$ cat src/source/lcd_defines.svh
`ifndef LCD_DEFINES_SVH
`define LCD_DEFINES_SVH

// settle and pause times as clk_270k cycle counts
`define LCD_T_40MS 10800
// power-up wait before the first nibble

`define LCD_T_4_1MS 1107
// after the first 0x3 nibble

`define LCD_T_1_52MS 411
// clear display and return home

`define LCD_T_100US 27
// after the second 0x3 nibble

`define LCD_T_37US 10
// ordinary instruction or character write

`define LCD_T_500MS 135000
// refresh pause between frames

// wide enough for the longest count above
`define LCD_WAIT_W 18

// items held between text source and bus driver
`define LCD_FIFO_DEPTH 4

`endif

$ cat src/source/lcd_pkg.sv
package lcd_pkg;

	// value shown as eight hex digits on one line
	typedef logic [31:0] lcd_word_t;

	// what the bus driver does with an item
	typedef enum logic [1:0] {
		kind_pause, // no transfer, only the wait
		kind_upper, // command, upper nibble only
		kind_cmd,   // command, both nibbles, rs low
		kind_data   // character, both nibbles, rs high
	} lcd_kind_t;

	// settle time after an item
	typedef enum logic [2:0] {
		w_37us,
		w_100us,
		w_1_52ms,
		w_4_1ms,
		w_40ms,
		w_500ms
	} lcd_wait_t;

	// one entry of the item stream, 13 bits
	typedef struct packed {
		lcd_kind_t kind;
		lcd_wait_t wait_cls;
		logic [7:0] data;
	} lcd_item_t;

endpackage

$ cat src/source/lcd_text_source.sv
module lcd_text_source (
	input logic clk_270k,
	input logic rst,
	input lcd_pkg::lcd_word_t word_top,
	input lcd_pkg::lcd_word_t word_bottom,
	output logic wbw_cyc,
	output logic wbw_stb,
	output lcd_pkg::lcd_item_t wbw_dat,
	input logic wbw_ack
);
	import lcd_pkg::*;

	logic [4:0] step; // 0..8 init script, 9..31 frame
	logic req;
	lcd_word_t top_q; // shifted left once per digit sent
	lcd_word_t bottom_q;
	lcd_item_t item;

	function automatic lcd_item_t mk(lcd_kind_t kind, lcd_wait_t wait_cls, logic [7:0] data);
		lcd_item_t it;
		it.kind = kind;
		it.wait_cls = wait_cls;
		it.data = data;
		return it;
	endfunction

	// 0-9 -> '0'-'9', 10-15 -> 'A'-'F'
	function automatic logic [7:0] hex_char(logic [3:0] nib);
		if (nib < 4'd10)
			return {4'h3, nib};
		else
			return 8'h37 + {4'h0, nib};
	endfunction

	always_comb begin
		case (step) inside
			5'd0: item = mk(kind_pause, w_40ms, 8'h00);
			5'd1: item = mk(kind_upper, w_4_1ms, 8'h30);
			5'd2: item = mk(kind_upper, w_100us, 8'h30);
			5'd3: item = mk(kind_upper, w_37us, 8'h30);
			5'd4: item = mk(kind_upper, w_37us, 8'h20); // switch to 4-bit bus
			5'd5: item = mk(kind_cmd, w_37us, 8'h28); // two lines, 5x8
			5'd6: item = mk(kind_cmd, w_37us, 8'h0F);
			5'd7: item = mk(kind_cmd, w_1_52ms, 8'h01); // clear
			5'd8: item = mk(kind_cmd, w_37us, 8'h06);
			5'd9, 5'd20: item = mk(kind_data, w_37us, 8'h30); // '0'
			5'd10, 5'd21: item = mk(kind_data, w_37us, 8'h78); // 'x'
			[5'd11:5'd18]: item = mk(kind_data, w_37us, hex_char(top_q[31:28]));
			5'd19: item = mk(kind_cmd, w_37us, 8'hC0); // ddram 0x40, line 2
			[5'd22:5'd29]: item = mk(kind_data, w_37us, hex_char(bottom_q[31:28]));
			5'd30: item = mk(kind_cmd, w_1_52ms, 8'h02); // return home
			default: item = mk(kind_pause, w_500ms, 8'h00);
		endcase
	end

	assign wbw_dat = item;
	assign wbw_cyc = req;
	assign wbw_stb = req;

	always_ff @(posedge clk_270k) begin
		if (rst) begin
			step <= '0;
			req <= 1'b0;
		end else begin
			req <= 1'b1; // always something to send
			if (wbw_ack)
				step <= (step == 5'd31) ? 5'd9 : step + 5'd1;
		end
	end

	// word snapshot at frame start, then one nibble out per digit
	always_ff @(posedge clk_270k) begin
		if (wbw_ack) begin
			if (step == 5'd8 || step == 5'd31) begin
				top_q <= word_top;
				bottom_q <= word_bottom;
			end
			if (step inside {[5'd11:5'd18]})
				top_q <= top_q << 4;
			if (step inside {[5'd22:5'd29]})
				bottom_q <= bottom_q << 4;
		end
	end

endmodule

$ cat src/source/lcd_item_fifo.sv
`include "lcd_defines.svh"

module lcd_item_fifo #(
	parameter type item_t = lcd_pkg::lcd_item_t,
	parameter int depth = `LCD_FIFO_DEPTH
) (
	input logic clk_270k,
	input logic rst,
	input logic wbw_cyc,
	input logic wbw_stb,
	input item_t wbw_dat,
	output logic wbw_ack,
	input logic wbr_cyc,
	input logic wbr_stb,
	output logic wbr_ack,
	output item_t wbr_dat
);
	localparam int aw = (depth > 1) ? $clog2(depth) : 1;
	localparam int cw = $clog2(depth + 1);
	localparam logic [aw-1:0] last_ptr = aw'(depth - 1);
	localparam logic [cw-1:0] full_cnt = cw'(depth);

	item_t mem [depth];
	logic [aw-1:0] wptr;
	logic [aw-1:0] rptr;
	logic [cw-1:0] count;
	logic full;
	logic empty;
	logic wr_go;
	logic rd_go;

	assign full = (count == full_cnt);
	assign empty = (count == '0);

	// one ack per strobe, the ~ack term stops a double accept
	assign wr_go = wbw_cyc && wbw_stb && !wbw_ack && !full;
	assign rd_go = wbr_cyc && wbr_stb && !wbr_ack && !empty;

	always_ff @(posedge clk_270k) begin
		if (rst) begin
			wptr <= '0;
			rptr <= '0;
			count <= '0;
			wbw_ack <= 1'b0;
			wbr_ack <= 1'b0;
		end else begin
			wbw_ack <= wr_go;
			wbr_ack <= rd_go;
			if (wr_go)
				wptr <= (wptr == last_ptr) ? '0 : wptr + 1'b1;
			if (rd_go)
				rptr <= (rptr == last_ptr) ? '0 : rptr + 1'b1;
			if (wr_go && !rd_go)
				count <= count + 1'b1;
			else if (rd_go && !wr_go)
				count <= count - 1'b1;
		end
	end

	always_ff @(posedge clk_270k) begin
		if (wr_go)
			mem[wptr] <= wbw_dat;
		if (rd_go)
			wbr_dat <= mem[rptr]; // valid alongside wbr_ack
	end

endmodule

$ cat src/source/lcd_bus_driver.sv
`include "lcd_defines.svh"

module lcd_bus_driver (
	input logic clk_270k,
	input logic rst,
	output logic wbr_cyc,
	output logic wbr_stb,
	input logic wbr_ack,
	input lcd_pkg::lcd_item_t wbr_dat,
	output logic lcd_e,
	output logic lcd_rs,
	output logic [3:0] lcd_data
);
	import lcd_pkg::*;

	typedef enum logic [2:0] {
		st_req,    // waiting on the FIFO
		st_up_set, // upper nibble setup
		st_up_hi,  // e high
		st_up_lo,  // e low, nibble held
		st_lo_set,
		st_lo_hi,
		st_lo_lo,
		st_wait    // settle count
	} phase_t;

	phase_t state;
	logic req;
	lcd_item_t item_q;
	logic [`LCD_WAIT_W-1:0] cnt;

	function automatic logic [`LCD_WAIT_W-1:0] wait_count(lcd_wait_t w);
		case (w)
			w_100us: return `LCD_WAIT_W'(`LCD_T_100US);
			w_1_52ms: return `LCD_WAIT_W'(`LCD_T_1_52MS);
			w_4_1ms: return `LCD_WAIT_W'(`LCD_T_4_1MS);
			w_40ms: return `LCD_WAIT_W'(`LCD_T_40MS);
			w_500ms: return `LCD_WAIT_W'(`LCD_T_500MS);
			default: return `LCD_WAIT_W'(`LCD_T_37US);
		endcase
	endfunction

	assign wbr_cyc = req;
	assign wbr_stb = req;

	always_ff @(posedge clk_270k) begin
		if (rst) begin
			state <= st_req;
			req <= 1'b0;
			cnt <= '0;
			lcd_e <= 1'b0;
			lcd_rs <= 1'b0;
			lcd_data <= 4'h0;
		end else begin
			case (state)
				st_req: begin
					req <= !wbr_ack;
					if (wbr_ack) begin
						if (wbr_dat.kind == kind_pause) begin
							cnt <= wait_count(wbr_dat.wait_cls);
							state <= st_wait;
						end else begin
							lcd_rs <= (wbr_dat.kind == kind_data);
							lcd_data <= wbr_dat.data[7:4];
							state <= st_up_set;
						end
					end
				end
				st_up_set: begin
					lcd_e <= 1'b1;
					state <= st_up_hi;
				end
				st_up_hi: begin
					lcd_e <= 1'b0; // panel latches on this fall
					state <= st_up_lo;
				end
				st_up_lo: begin
					if (item_q.kind == kind_upper) begin
						cnt <= wait_count(item_q.wait_cls);
						state <= st_wait;
					end else begin
						lcd_data <= item_q.data[3:0];
						state <= st_lo_set;
					end
				end
				st_lo_set: begin
					lcd_e <= 1'b1;
					state <= st_lo_hi;
				end
				st_lo_hi: begin
					lcd_e <= 1'b0;
					state <= st_lo_lo;
				end
				st_lo_lo: begin
					cnt <= wait_count(item_q.wait_cls);
					state <= st_wait;
				end
				default: begin
					if (cnt == '0)
						state <= st_req;
					else
						cnt <= cnt - 1'b1;
				end
			endcase
		end
	end

	// kept for the lower nibble and the wait class
	always_ff @(posedge clk_270k) begin
		if (state == st_req && wbr_ack)
			item_q <= wbr_dat;
	end

endmodule

$ cat src/source/lcd_hex_display.sv
module lcd_hex_display (
	input logic clk_270k,
	input logic rst,
	input lcd_pkg::lcd_word_t word_top,
	input lcd_pkg::lcd_word_t word_bottom,
	output logic lcd_e,
	output logic lcd_rs,
	output logic [3:0] lcd_data
);
	import lcd_pkg::*;

	// write link, text source to FIFO
	logic wbw_cyc;
	logic wbw_stb;
	lcd_item_t wbw_dat;
	logic wbw_ack;

	// read link, bus driver from FIFO
	logic wbr_cyc;
	logic wbr_stb;
	logic wbr_ack;
	lcd_item_t wbr_dat;

	lcd_text_source i_lcd_text_source (
		.clk_270k(clk_270k),
		.rst(rst),
		.word_top(word_top),
		.word_bottom(word_bottom),
		.wbw_cyc(wbw_cyc),
		.wbw_stb(wbw_stb),
		.wbw_dat(wbw_dat),
		.wbw_ack(wbw_ack)
	);

	lcd_item_fifo #(
		.item_t(lcd_item_t)
	) i_lcd_item_fifo (
		.clk_270k(clk_270k),
		.rst(rst),
		.wbw_cyc(wbw_cyc),
		.wbw_stb(wbw_stb),
		.wbw_dat(wbw_dat),
		.wbw_ack(wbw_ack),
		.wbr_cyc(wbr_cyc),
		.wbr_stb(wbr_stb),
		.wbr_ack(wbr_ack),
		.wbr_dat(wbr_dat)
	);

	lcd_bus_driver i_lcd_bus_driver (
		.clk_270k(clk_270k),
		.rst(rst),
		.wbr_cyc(wbr_cyc),
		.wbr_stb(wbr_stb),
		.wbr_ack(wbr_ack),
		.wbr_dat(wbr_dat),
		.lcd_e(lcd_e),
		.lcd_rs(lcd_rs),
		.lcd_data(lcd_data)
	);

endmodule

$ cat config.mk
export PLATFORM = sky130hd
export DESIGN_NAME = lcd_hex_display
export DESIGN_NICKNAME = d
export VERILOG_FILES = /design/src/source/lcd_pkg.sv /design/src/source/lcd_text_source.sv /design/src/source/lcd_item_fifo.sv /design/src/source/lcd_bus_driver.sv /design/src/source/lcd_hex_display.sv
export VERILOG_INCLUDE_DIRS = /design/src /design/src/source
export SDC_FILE = /design/constraint.sdc
export NUM_CORES = 1
export LEC_CHECK = 0
export BUFFER_PORTS_ARGS = -buffer_cell sky130_fd_sc_hd__clkbuf_2
export CAP_MARGIN = 0
export CORE_UTILIZATION = 64
export DETAILED_ROUTE_END_ITERATION = 10
export PLACE_DENSITY = 0.93
export SLEW_MARGIN = 20
export SYNTH_ARGS = -nofsm -noshare
export SYNTH_HDL_FRONTEND = slang
export SYNTH_SLANG_ARGS = --single-unit
$ cat constraint.sdc
create_clock -name clk_270k -period 8.55 [get_ports clk_270k]
set_clock_uncertainty 0.2 [all_clocks]
set_input_delay 1.2825 -clock clk_270k [delete_from_list [all_inputs] [get_ports clk_270k]]
set_output_delay 1.2825 -clock clk_270k [all_outputs]
set_load 0.01 [all_outputs]
# --- Yosys cells after proc, flatten, opt, wreduce, memory -nomap -nowiden ---
# Memories as Yosys holds them, arrays and structs flattened. A register that Yosys moved wholly into a read port is not among the register bits.
# Index checks and enable logic that the tools add are counted.
classes:
  add_sub_neg: 8
  n_lt_le_gt_ge: 6
  n_eq_ne: 42
  muxes: 46
  n_bitwise: 2
  reduce_logical: 38
op_table:
  columns: ["operator", "count"]
  rows:
  - ["$mux W13", 15]
  - ["$pmux W18 S5", 2]
  - ["$mux W32", 4]
  - ["$mux W18", 4]
  - ["$pmux W18 S4", 1]
  - ["$eq A5 B5 Y1 const B", 5]
  - ["$eq A3 B3 Y1 const B", 8]
  - ["$pmux W3 S7", 1]
  - ["$eq A5 B3 Y1 const B", 4]
  - ["$eq A3 B2 Y1 const B", 6]
  - ["$logic_not A18 Y1", 1]
  - ["$sub A18 B1 Y18 const B", 1]
  - ["$mux W8", 2]
  - ["$eq A5 B4 Y1 const B", 3]
  - ["$mux W3", 5]
  - ["$add A6 B4 Y7 const A", 2]
  - ["$mux W4", 3]
  - ["$eq A5 B2 Y1 const B", 2]
  - ["$le A5 B5 Y1 const B", 2]
  - ["$reduce_bool A2 Y1", 5]
  - ["$eq A3 B1 Y1 const B", 3]
  - ["$logic_and A1 B1 Y1", 9]
  - ["$lt A4 B4 Y1 const B", 2]
  - ["$pmux W4 S2", 1]
  - ["29 further kinds", 51]
totals:
  ff_bits: 116
  ramBits: 52
  inputBits: 66
  elab_cells: 163
  mem_count: 1
memory_table:
  columns: ["name", "words", "width", "rd", "rd_clocked_by_memory_dff", "wr", "line", "text"]
  rows:
  - ["i_lcd_item_fifo.mem", 4, 13, 1, 1, 1, "lcd_item_fifo.sv:23", "item_t mem [depth];"]

# --- Depth between registers and ports, before layout ---
# Gate-level depths: netlist (run 1).
logic_depth:
  word_depth: 16
  ltp_mapped: 8
  depth_no_buf: 8

# --- By module ---
# Synthesis (run 1) repeated with hierarchy kept, for this count alone.
unflattened:
  cells_unflattened: 787
  area_unflattened_um2: 8976.1
modules_own_cells:
  columns: ["mod", "n_inst", "cells_each", "area_per_inst_um2", "seq_area_each_um2"]
  rows:
  - ["lcd_text_source", 1, 369, 3849.9, 2042.0]
  - ["lcd_item_fifo", 1, 136, 2788.9, 2132.0]
  - ["lcd_bus_driver", 1, 282, 2337.2, 830.8]

# --- Worst setup path before layout (run 1) ---
# OpenSTA, ideal clock, no wires.
synth_path:
  path_type: "reg2reg"
  from: "register i_lcd_text_source.step[1]"
  to: "register i_lcd_text_source.bottom_q[0] (enable)"
  arrival_time_ns: 3.960
  required_time_ns: 7.880
  setup_slack_ns: 3.920
  path_stages_with_launch: 8
  path_buffers: 3
  period_less_slack_ns: 4.630
  path_cell_list: "dfxtp_1 ha_1 clkbuf_1 o21ai_0 a21o_1 clkbuf_1 clkbuf_1 a21boi_0"
synth_between:
  elab_chain_len: 4
synth_lines:
  columns: ["element", "line", "text"]
  rows:
  - ["from (decl)", "lcd_text_source.sv:13", "logic [4:0] step;"]
  - ["from (signal assigned)", "lcd_text_source.sv:67", "step <= (step == 5'd31) ? 5'd9 : step + 5'd1;"]
  - ["$ge A5 B5 Y1, or another cell as far along", "lcd_text_source.sv:80", "if (step inside {[5'd22:5'd29]})"]
  - ["$logic_and A1 B1 Y1 / $logic_or A1 B1 Y1 (equally long branches)", "lcd_text_source.sv:80, lcd_text_source.sv:74", null]
  - ["$reduce_bool A2 Y1 (no source line) (*)", null, null]
  - ["$reduce_and A2 Y1 (no source line) (*)", null, null]
  - ["to (signal assigned)", "lcd_text_source.sv:76", "bottom_q <= word_bottom;"]
  - ["to (signal assigned)", "lcd_text_source.sv:81", "bottom_q <= bottom_q << 4;"]
  - ["to (decl)", "lcd_text_source.sv:16", "lcd_word_t bottom_q;"]
# Mark *: on every way between the ends. The rest lies on a longest branch, timed or not.
# A chain may end at the register's enable or synchronous reset.

==> results of run 1 <==
critical path: stages, from the launching register on:
cell and delay (ns):
dfxtp_1 0.75, inv_1 0.28, o31ai_1 0.65, a21o_1 0.21, buf_4 0.36, o221a_2 0.28
o21ai_0 0.19
final timing paths:
check	startpoint	to	slack, ns	cells past startpoint
setup reg to reg	i_lcd_text_source.step[2]	i_lcd_item_fifo.mem[0][3]	5.32	6
hold reg to reg	i_lcd_item_fifo.wbr_dat[1]	i_lcd_bus_driver.item_q[1]	0.22	0
setup / recovery	i_lcd_text_source.step[2]	i_lcd_item_fifo.mem[0][3]	5.32	6
hold / removal	i_lcd_item_fifo.wbr_dat[1]	i_lcd_bus_driver.item_q[1]	0.22	0
state kept, by name (all words and copies together), names as in the netlist:
name and cells:
i_lcd_text_source.top_q 32, i_lcd_text_source.wbw_cyc 1, i_lcd_bus_driver.lcd_rs 1, i_lcd_item_fifo.count 3, i_lcd_bus_driver.wbr_cyc 1, i_lcd_bus_driver.state 3
i_lcd_item_fifo.rptr 2, i_lcd_bus_driver.lcd_e 1, i_lcd_bus_driver.cnt 18, i_lcd_item_fifo.wbr_dat 13, i_lcd_item_fifo.mem 52, i_lcd_text_source.step 5
i_lcd_item_fifo.wbr_ack 1, i_lcd_item_fifo.wptr 2, i_lcd_bus_driver.lcd_data 4, i_lcd_text_source.bottom_q 32, i_lcd_item_fifo.wbw_ack 1, i_lcd_bus_driver.item_q 9
kinds of logic after synthesis:
group           Yosys count  synth area share
compound gates          152            0.1187
xor+xnor                  9          0.009344
fa+ha+maj                15           0.02314
buf+inv                  58           0.02773
flops                   181            0.5933
mux                      80            0.1227
simple gates            168            0.1052
power by group through the flow:
stage               Clock [mW]  Combinational, mW  Sequential (mW)
global route             0.864              0.666             1.18
finish                   0.825              0.615             1.16
CTS                      0.831              0.605             1.16
floorplan                    0              0.478             1.12
detailed placement           0              0.589             1.18
global placement             0              0.552             1.17
layout make-up:
type | count | area [um^2] | share of cell area
Tap cell | 172 | 215.2 | 0.02247
Timing Repair Buffer | 76 | 412.9 | 0.04312
Multi-Input combinational cell | 424 | 3222 | 0.3365
Inverter | 24 | 90.09 | 0.009408
Clock inverter | 8 | 105.1 | 0.01098
Clock buffer | 24 | 525.5 | 0.05488
Sequential cell | 181 | 5005 | 0.5227
per-stage QoR:
step                setup WS, ns  std cells
floorplan                  3.920        663
global placement           5.450        876
detailed placement         5.450        876
CTS                        5.359        908
global route               5.072        909
finish                     5.323        909
layout by cell type (no fill, tap or decap), drive strengths merged, types with 8 or more instances in the layout:
cell | Yosys | routed
a21oi | 33 | 33
mux4 | 13 | 13
mux2 | 57 | 57
and2 | 13 | 13
edfxtp | 138 | 138
nand2 | 29 | 29
dfxtp | 43 | 43
ha | 14 | 14
mux2i | 10 | 10
inv | 24 | 28
nor3 | 13 | 13
or3 | 10 | 10
nor2 | 47 | 47
o21ai | 39 | 39
clkbuf | 29 | 95
a211oi | 16 | 16
nor2b | 8 | 8
routing by layer:
metal	routed length (um)	GRT usage
met1	6842	0.3146
met3	1134	0.07003
met2	9255	0.4860
met4	490	0.1241
met5	0	0
==> results.md, run 1 <==
* Drt initial violations at 758
* FMAX at 309.9 MHz
* ANT cells at 0
* CP startpoint kind: register
* Clock transition at the registers of the reported paths at 0.06 ns
* Crit. End Element: register
* TritonCTS clock tree: built
* Post-Syn Instances at 663
* Total number of yosys warnings at 0
* Outcome: finished, final reports clean
* Fillers at 813
* Layout Nets at 805
* I/O Pins at 72
* Global route overflow at 0
* Sw Share at 0.3040
* Setup TNS at 0 ns
* Die Area at 13640 um^2
* DP Wirelength at 11440 um
* Leakage at 3.447 nW
* Clock share of power at 0.317
* Min Hold Slack at 0.2231 ns
* Number of synthesized flops with an enable pin at 138
* Starting Density at 0.6631
* Wirelength per Cell at 19.50 um
* Die extent in x at 116.8 um
* Number of global-route vias before repair at 5552
* Crit path kind: reg -> reg
* Endpoints failing hold at 0
* Layout cell share with drive strength beyond 1 at 0.2564
* Synth unique cells at 71
* Slew headroom at 0.3070
* Most frequent cells after synthesis: edfxtp_1, mux2_2, nor2_1, dfxtp_1, o21ai_0
* Crit path max fanout at 34
* CTS Buf Count at 17
* Layout Utilization at 0.7527
* # H-tree levels at 4
* Largest net degree at the start of global routing at 40
* Tcrit/Tclk final at 0.3774
* Power Total at 2.601 mW
* Cts repair resizes at 0
* Asr flop ratio synth at 0
* Syn nets at 744
* Hold WC Path Type: reg -> reg
* Clock Root Buffer: clkbuf_16
* Fin area at 9575 um^2
* WP data arrival at 3.15 ns
* DR vias at 5815
* Via/cell ratio at 6.397
* Core Region at 12720 um^2
* Post-Route WL at 17720 um
* Worst Tran Pin Value at 1.023 ns
* Min cycle time layout at 3.227 ns
* Register area share after synthesis at 0.5933
* Top-area cell type share of the netlist area at 0.4912
* Comb pwr share at 0.236
* Number of synthesized register bits at 181
* Worst-Skew Late Latency at 0.43 ns
* Placer Congestion at 0.9358
* Initial antenna violation count at 0
* Synth-to-layout area growth at 13.51%
* FP Rows at 41
* Synth Cell Area at 8436 um^2
* Sink Count at 181
* First-pass GRT wire length at 27460 um
* # hold bufs at CTS at 0
* Post-synthesis area per instance at 12.72 um^2
* Leading area contributor after synthesis: edfxtp_1
* Most frequent cell after synthesis: edfxtp_1
* Die Height at 116.8 um
* Setup repair bufs after CTS at 0
* # port buffers at 71
* Power Dens Cells at 271.6 nW/um^2
* First drt pass iteration count at 5
* Top FF cell, synth: edfxtp_1
* Max Slew Vio Count at 0
* DRC Markers at 0
* Final setup fails at 0
* Max clock buf depth at 2
* ANT nets after route at 0
* Maximum vdd drop at 0.0001592 V
* Max-cap violations at 0
* Sw power at 0.7907 mW
* Total track usage at 0.2745
* Ranking of synthesized cells by area: edfxtp_1, dfxtp_1, mux2_2
* Int Pwr at 1.810 mW
* Sequential Power Share at 0.446
* Worst path required time at 8.47 ns
* RSZ-0062 raised after global routing: false
* Area after DPL at 8917 um^2
No activity file was read; power rests on OpenSTA's default activity.
==> run 2, diff against run 1 <==
--- a/config.mk
+++ b/config.mk
@@ -8,9 +8,9 @@
 export LEC_CHECK = 0
 export BUFFER_PORTS_ARGS = -buffer_cell sky130_fd_sc_hd__clkbuf_2
 export CAP_MARGIN = 0
-export CORE_UTILIZATION = 64
+export CORE_UTILIZATION = 54
 export DETAILED_ROUTE_END_ITERATION = 10
-export PLACE_DENSITY = 0.93
+export PLACE_DENSITY = 0.84
 export SLEW_MARGIN = 20
 export SYNTH_ARGS = -nofsm -noshare
 export SYNTH_HDL_FRONTEND = slang
==> constraint.sdc (replaced) <==
create_clock -name clk_270k -period 2.86 [get_ports clk_270k]
set_clock_uncertainty 0.2 [all_clocks]
set_input_delay 0.429 -clock clk_270k [delete_from_list [all_inputs] [get_ports clk_270k]]
set_output_delay 0.429 -clock clk_270k [all_outputs]
set_load 0.01 [all_outputs]
==> run 2 against run 1 <==
Net effect: combinational power increased to 3.3 times the previous value; utilization decreased by 11 points; first-iteration DRC count decreased by 28%; worst setup slack got worse by 5.2 ns; sequential cell count unchanged; global-route usage decreased by 5.4 points; sequential power increased to 2.9 times the previous value; clock power increased to 2.6 times the previous value; sequential share of layout area decreased by 1.2 points; wire length decreased by 3.8%; largest cell class unchanged.
==> results.md, run 2 (synthesized netlist as in run 1, its figures left out) <==
* Outcome: finished, final reports clean
* I/O Pins at 72
* First-pass GRT wire length at 27590 um
* Max reg flops at 52
* Commonest non-fill, non-tap cell in the layout: edfxtp_1
* Drt initial violations at 549
* Setup TNS at 0 ns
* Max Slew Vio Count at 0
* Die Area at 16130 um^2
* Finished Layout Cells at 956
* Layout Nets at 837
* Hold EP: i_lcd_text_source.bottom_q[0]
* # port buffers at 71
* Global route overflow at 0
* Clock Root Buffer: clkbuf_16
* Crit. End Element: register
* Final setup fails at 0
* Layout cell share with drive strength beyond 1 at 0.2917
* Crit path max fanout at 7
* Largest registers: i_lcd_item_fifo.mem (52), i_lcd_text_source.bottom_q (32), i_lcd_text_source.top_q (32)
* Tcrit/Tclk final at 0.9494
* # H-tree levels at 4
* Maximum vdd drop at 0.0006218 V
* Crit path kind: reg -> reg
* Placed cell count at 925
* First drt pass iteration count at 5
* Max-cap violations at 0
* Placer Congestion at 0.9544
* Die Height at 127.0 um
* Min Hold Slack at 0.07805 ns
* Total track usage at 0.2207
* CP most frequent cell: or3_1
* Delay of the slowest critical-path stage at 0.70 ns
* RSZ-0062 raised after global routing: false
* Worst Tran Pin Value at 0.7385 ns
* Min cycle time layout at 2.715 ns
* CP cell instances: or4_1 -> or4_4 -> or3_1 -> or3_1 -> a21oi_1
* FF-to-FF setup slack at 0.14 ns
* TritonCTS clock tree: built
* Post-Route WL at 17040 um
* Worst-Skew Late Latency at 0.42 ns
* WP data arrival at 2.86 ns
* Number of global-route vias before repair at 5819
* Initial antenna violation count at 0
* Reg with most FFs: i_lcd_item_fifo.mem
* Reg2reg end: i_lcd_bus_driver.cnt[15]
* Crit Reg-Reg Startpoint: i_lcd_bus_driver.cnt[8]
* Die extent in x at 127.0 um
* Via/cell ratio at 6.066
* Commonest non-fill, non-tap cells in the layout: edfxtp_1, clkbuf_2, mux2_2
* ANT cells at 0
* Starting Density at 0.5549
* Place WS at 0.06351 ns
* FP Rows at 45
* Clock transition at the registers of the reported paths at 0.07 ns
* DR vias at 5799
* Wirelength per Cell at 17.83 um
* Hold Path Origin: word_bottom[0]
* CP startpoint kind: register
* Core Region at 15200 um^2
* Crit path max-delay cell type: or4_1
* DP Wirelength at 11760 um
* Hold WC Path Type: in -> reg
* Endpoints failing hold at 0
* Fin worst setup slack at 0.1447 ns
* Sink Count at 181
* CTS Buf Count at 17
* Slew headroom at 0.5055
* ANT nets after route at 0
* Synth-to-layout area growth at 16.27%
* Worst path required time at 3.01 ns
* DRC Markers at 0
* FMAX at 368.3 MHz
* Max clock buf depth at 2
* Leakage at 3.558 nW
* Largest net degree at the start of global routing at 35
* Worst Hold Depth at 2
* Power Dens Cells at 768.3 nW/um^2
* Setup repair bufs after CTS at 0
* Worst Reg-to-Reg Cells at 5
[run 2: cell type report]
type	instances	area, um^2
Tap cell	188	235.2
Clock inverter	12	105.1
Sequential cell	181	5007
Clock buffer	19	432.9
Timing Repair Buffer	108	683.2
Inverter	24	90.09
Fill cell	1110	5394
Multi-Input combinational cell	424	3254
[run 2: worst max-delay path by stage]
stage,start,to,cells after the start
floorplan,i_lcd_text_source.step[1],i_lcd_text_source.bottom_q[0],7
global placement,i_lcd_bus_driver.cnt[0],i_lcd_bus_driver.cnt[7],8
detailed placement,i_lcd_text_source.step[1],i_lcd_item_fifo.mem[0][10],7
CTS,i_lcd_text_source.step[1],i_lcd_item_fifo.mem[0][10],7
global route,i_lcd_text_source.step[0],i_lcd_item_fifo.mem[0][10],7
finish,i_lcd_bus_driver.cnt[8],i_lcd_bus_driver.cnt[15],5
[run 2: power breakdown]
group	leakage [nW]	total [mW]	internal [mW]	switching, mW
Combinational	1.69	2.00	0.859	1.14
Sequential	1.62	3.39	3.16	0.228
Clock	0.251	2.15	1.19	0.956
[run 2: critical path: cells and delay by family (launching register included)]
| family | cells | cell delay, ns |
|---|---|---|
| and+or+nand+nor | 4 | 1.91 |
| DFF | 1 | 0.36 |
| AOI/OAI and AO/OA | 1 | 0.17 |
[run 2: metrics by stage]
step                cell area [um^2]  power [mW]  utilization
floorplan                       8458       4.794            -
global placement                9250       5.258       0.6085
detailed placement              9250       5.360       0.6085
CTS                             9788       7.520       0.6439
global route                    9808       7.897       0.6452
finish                          9808       7.536       0.6452
[run 2: layer usage]
layer	up-vias	GRT usage	part of all wire
li1	2744	-	-
met1	2776	0.2635	0.41
met2	242	0.3827	0.51
met3	37	0.06240	0.065
met4	0	0.07913	0.019
met5	-	0	0
[run 2: timing repair]
item | 4_1_cts | 5_1_grt
hold buffers | 0 | 0
setup endpoints to repair | 0 | 21
gates resized for setup | 0 | 6
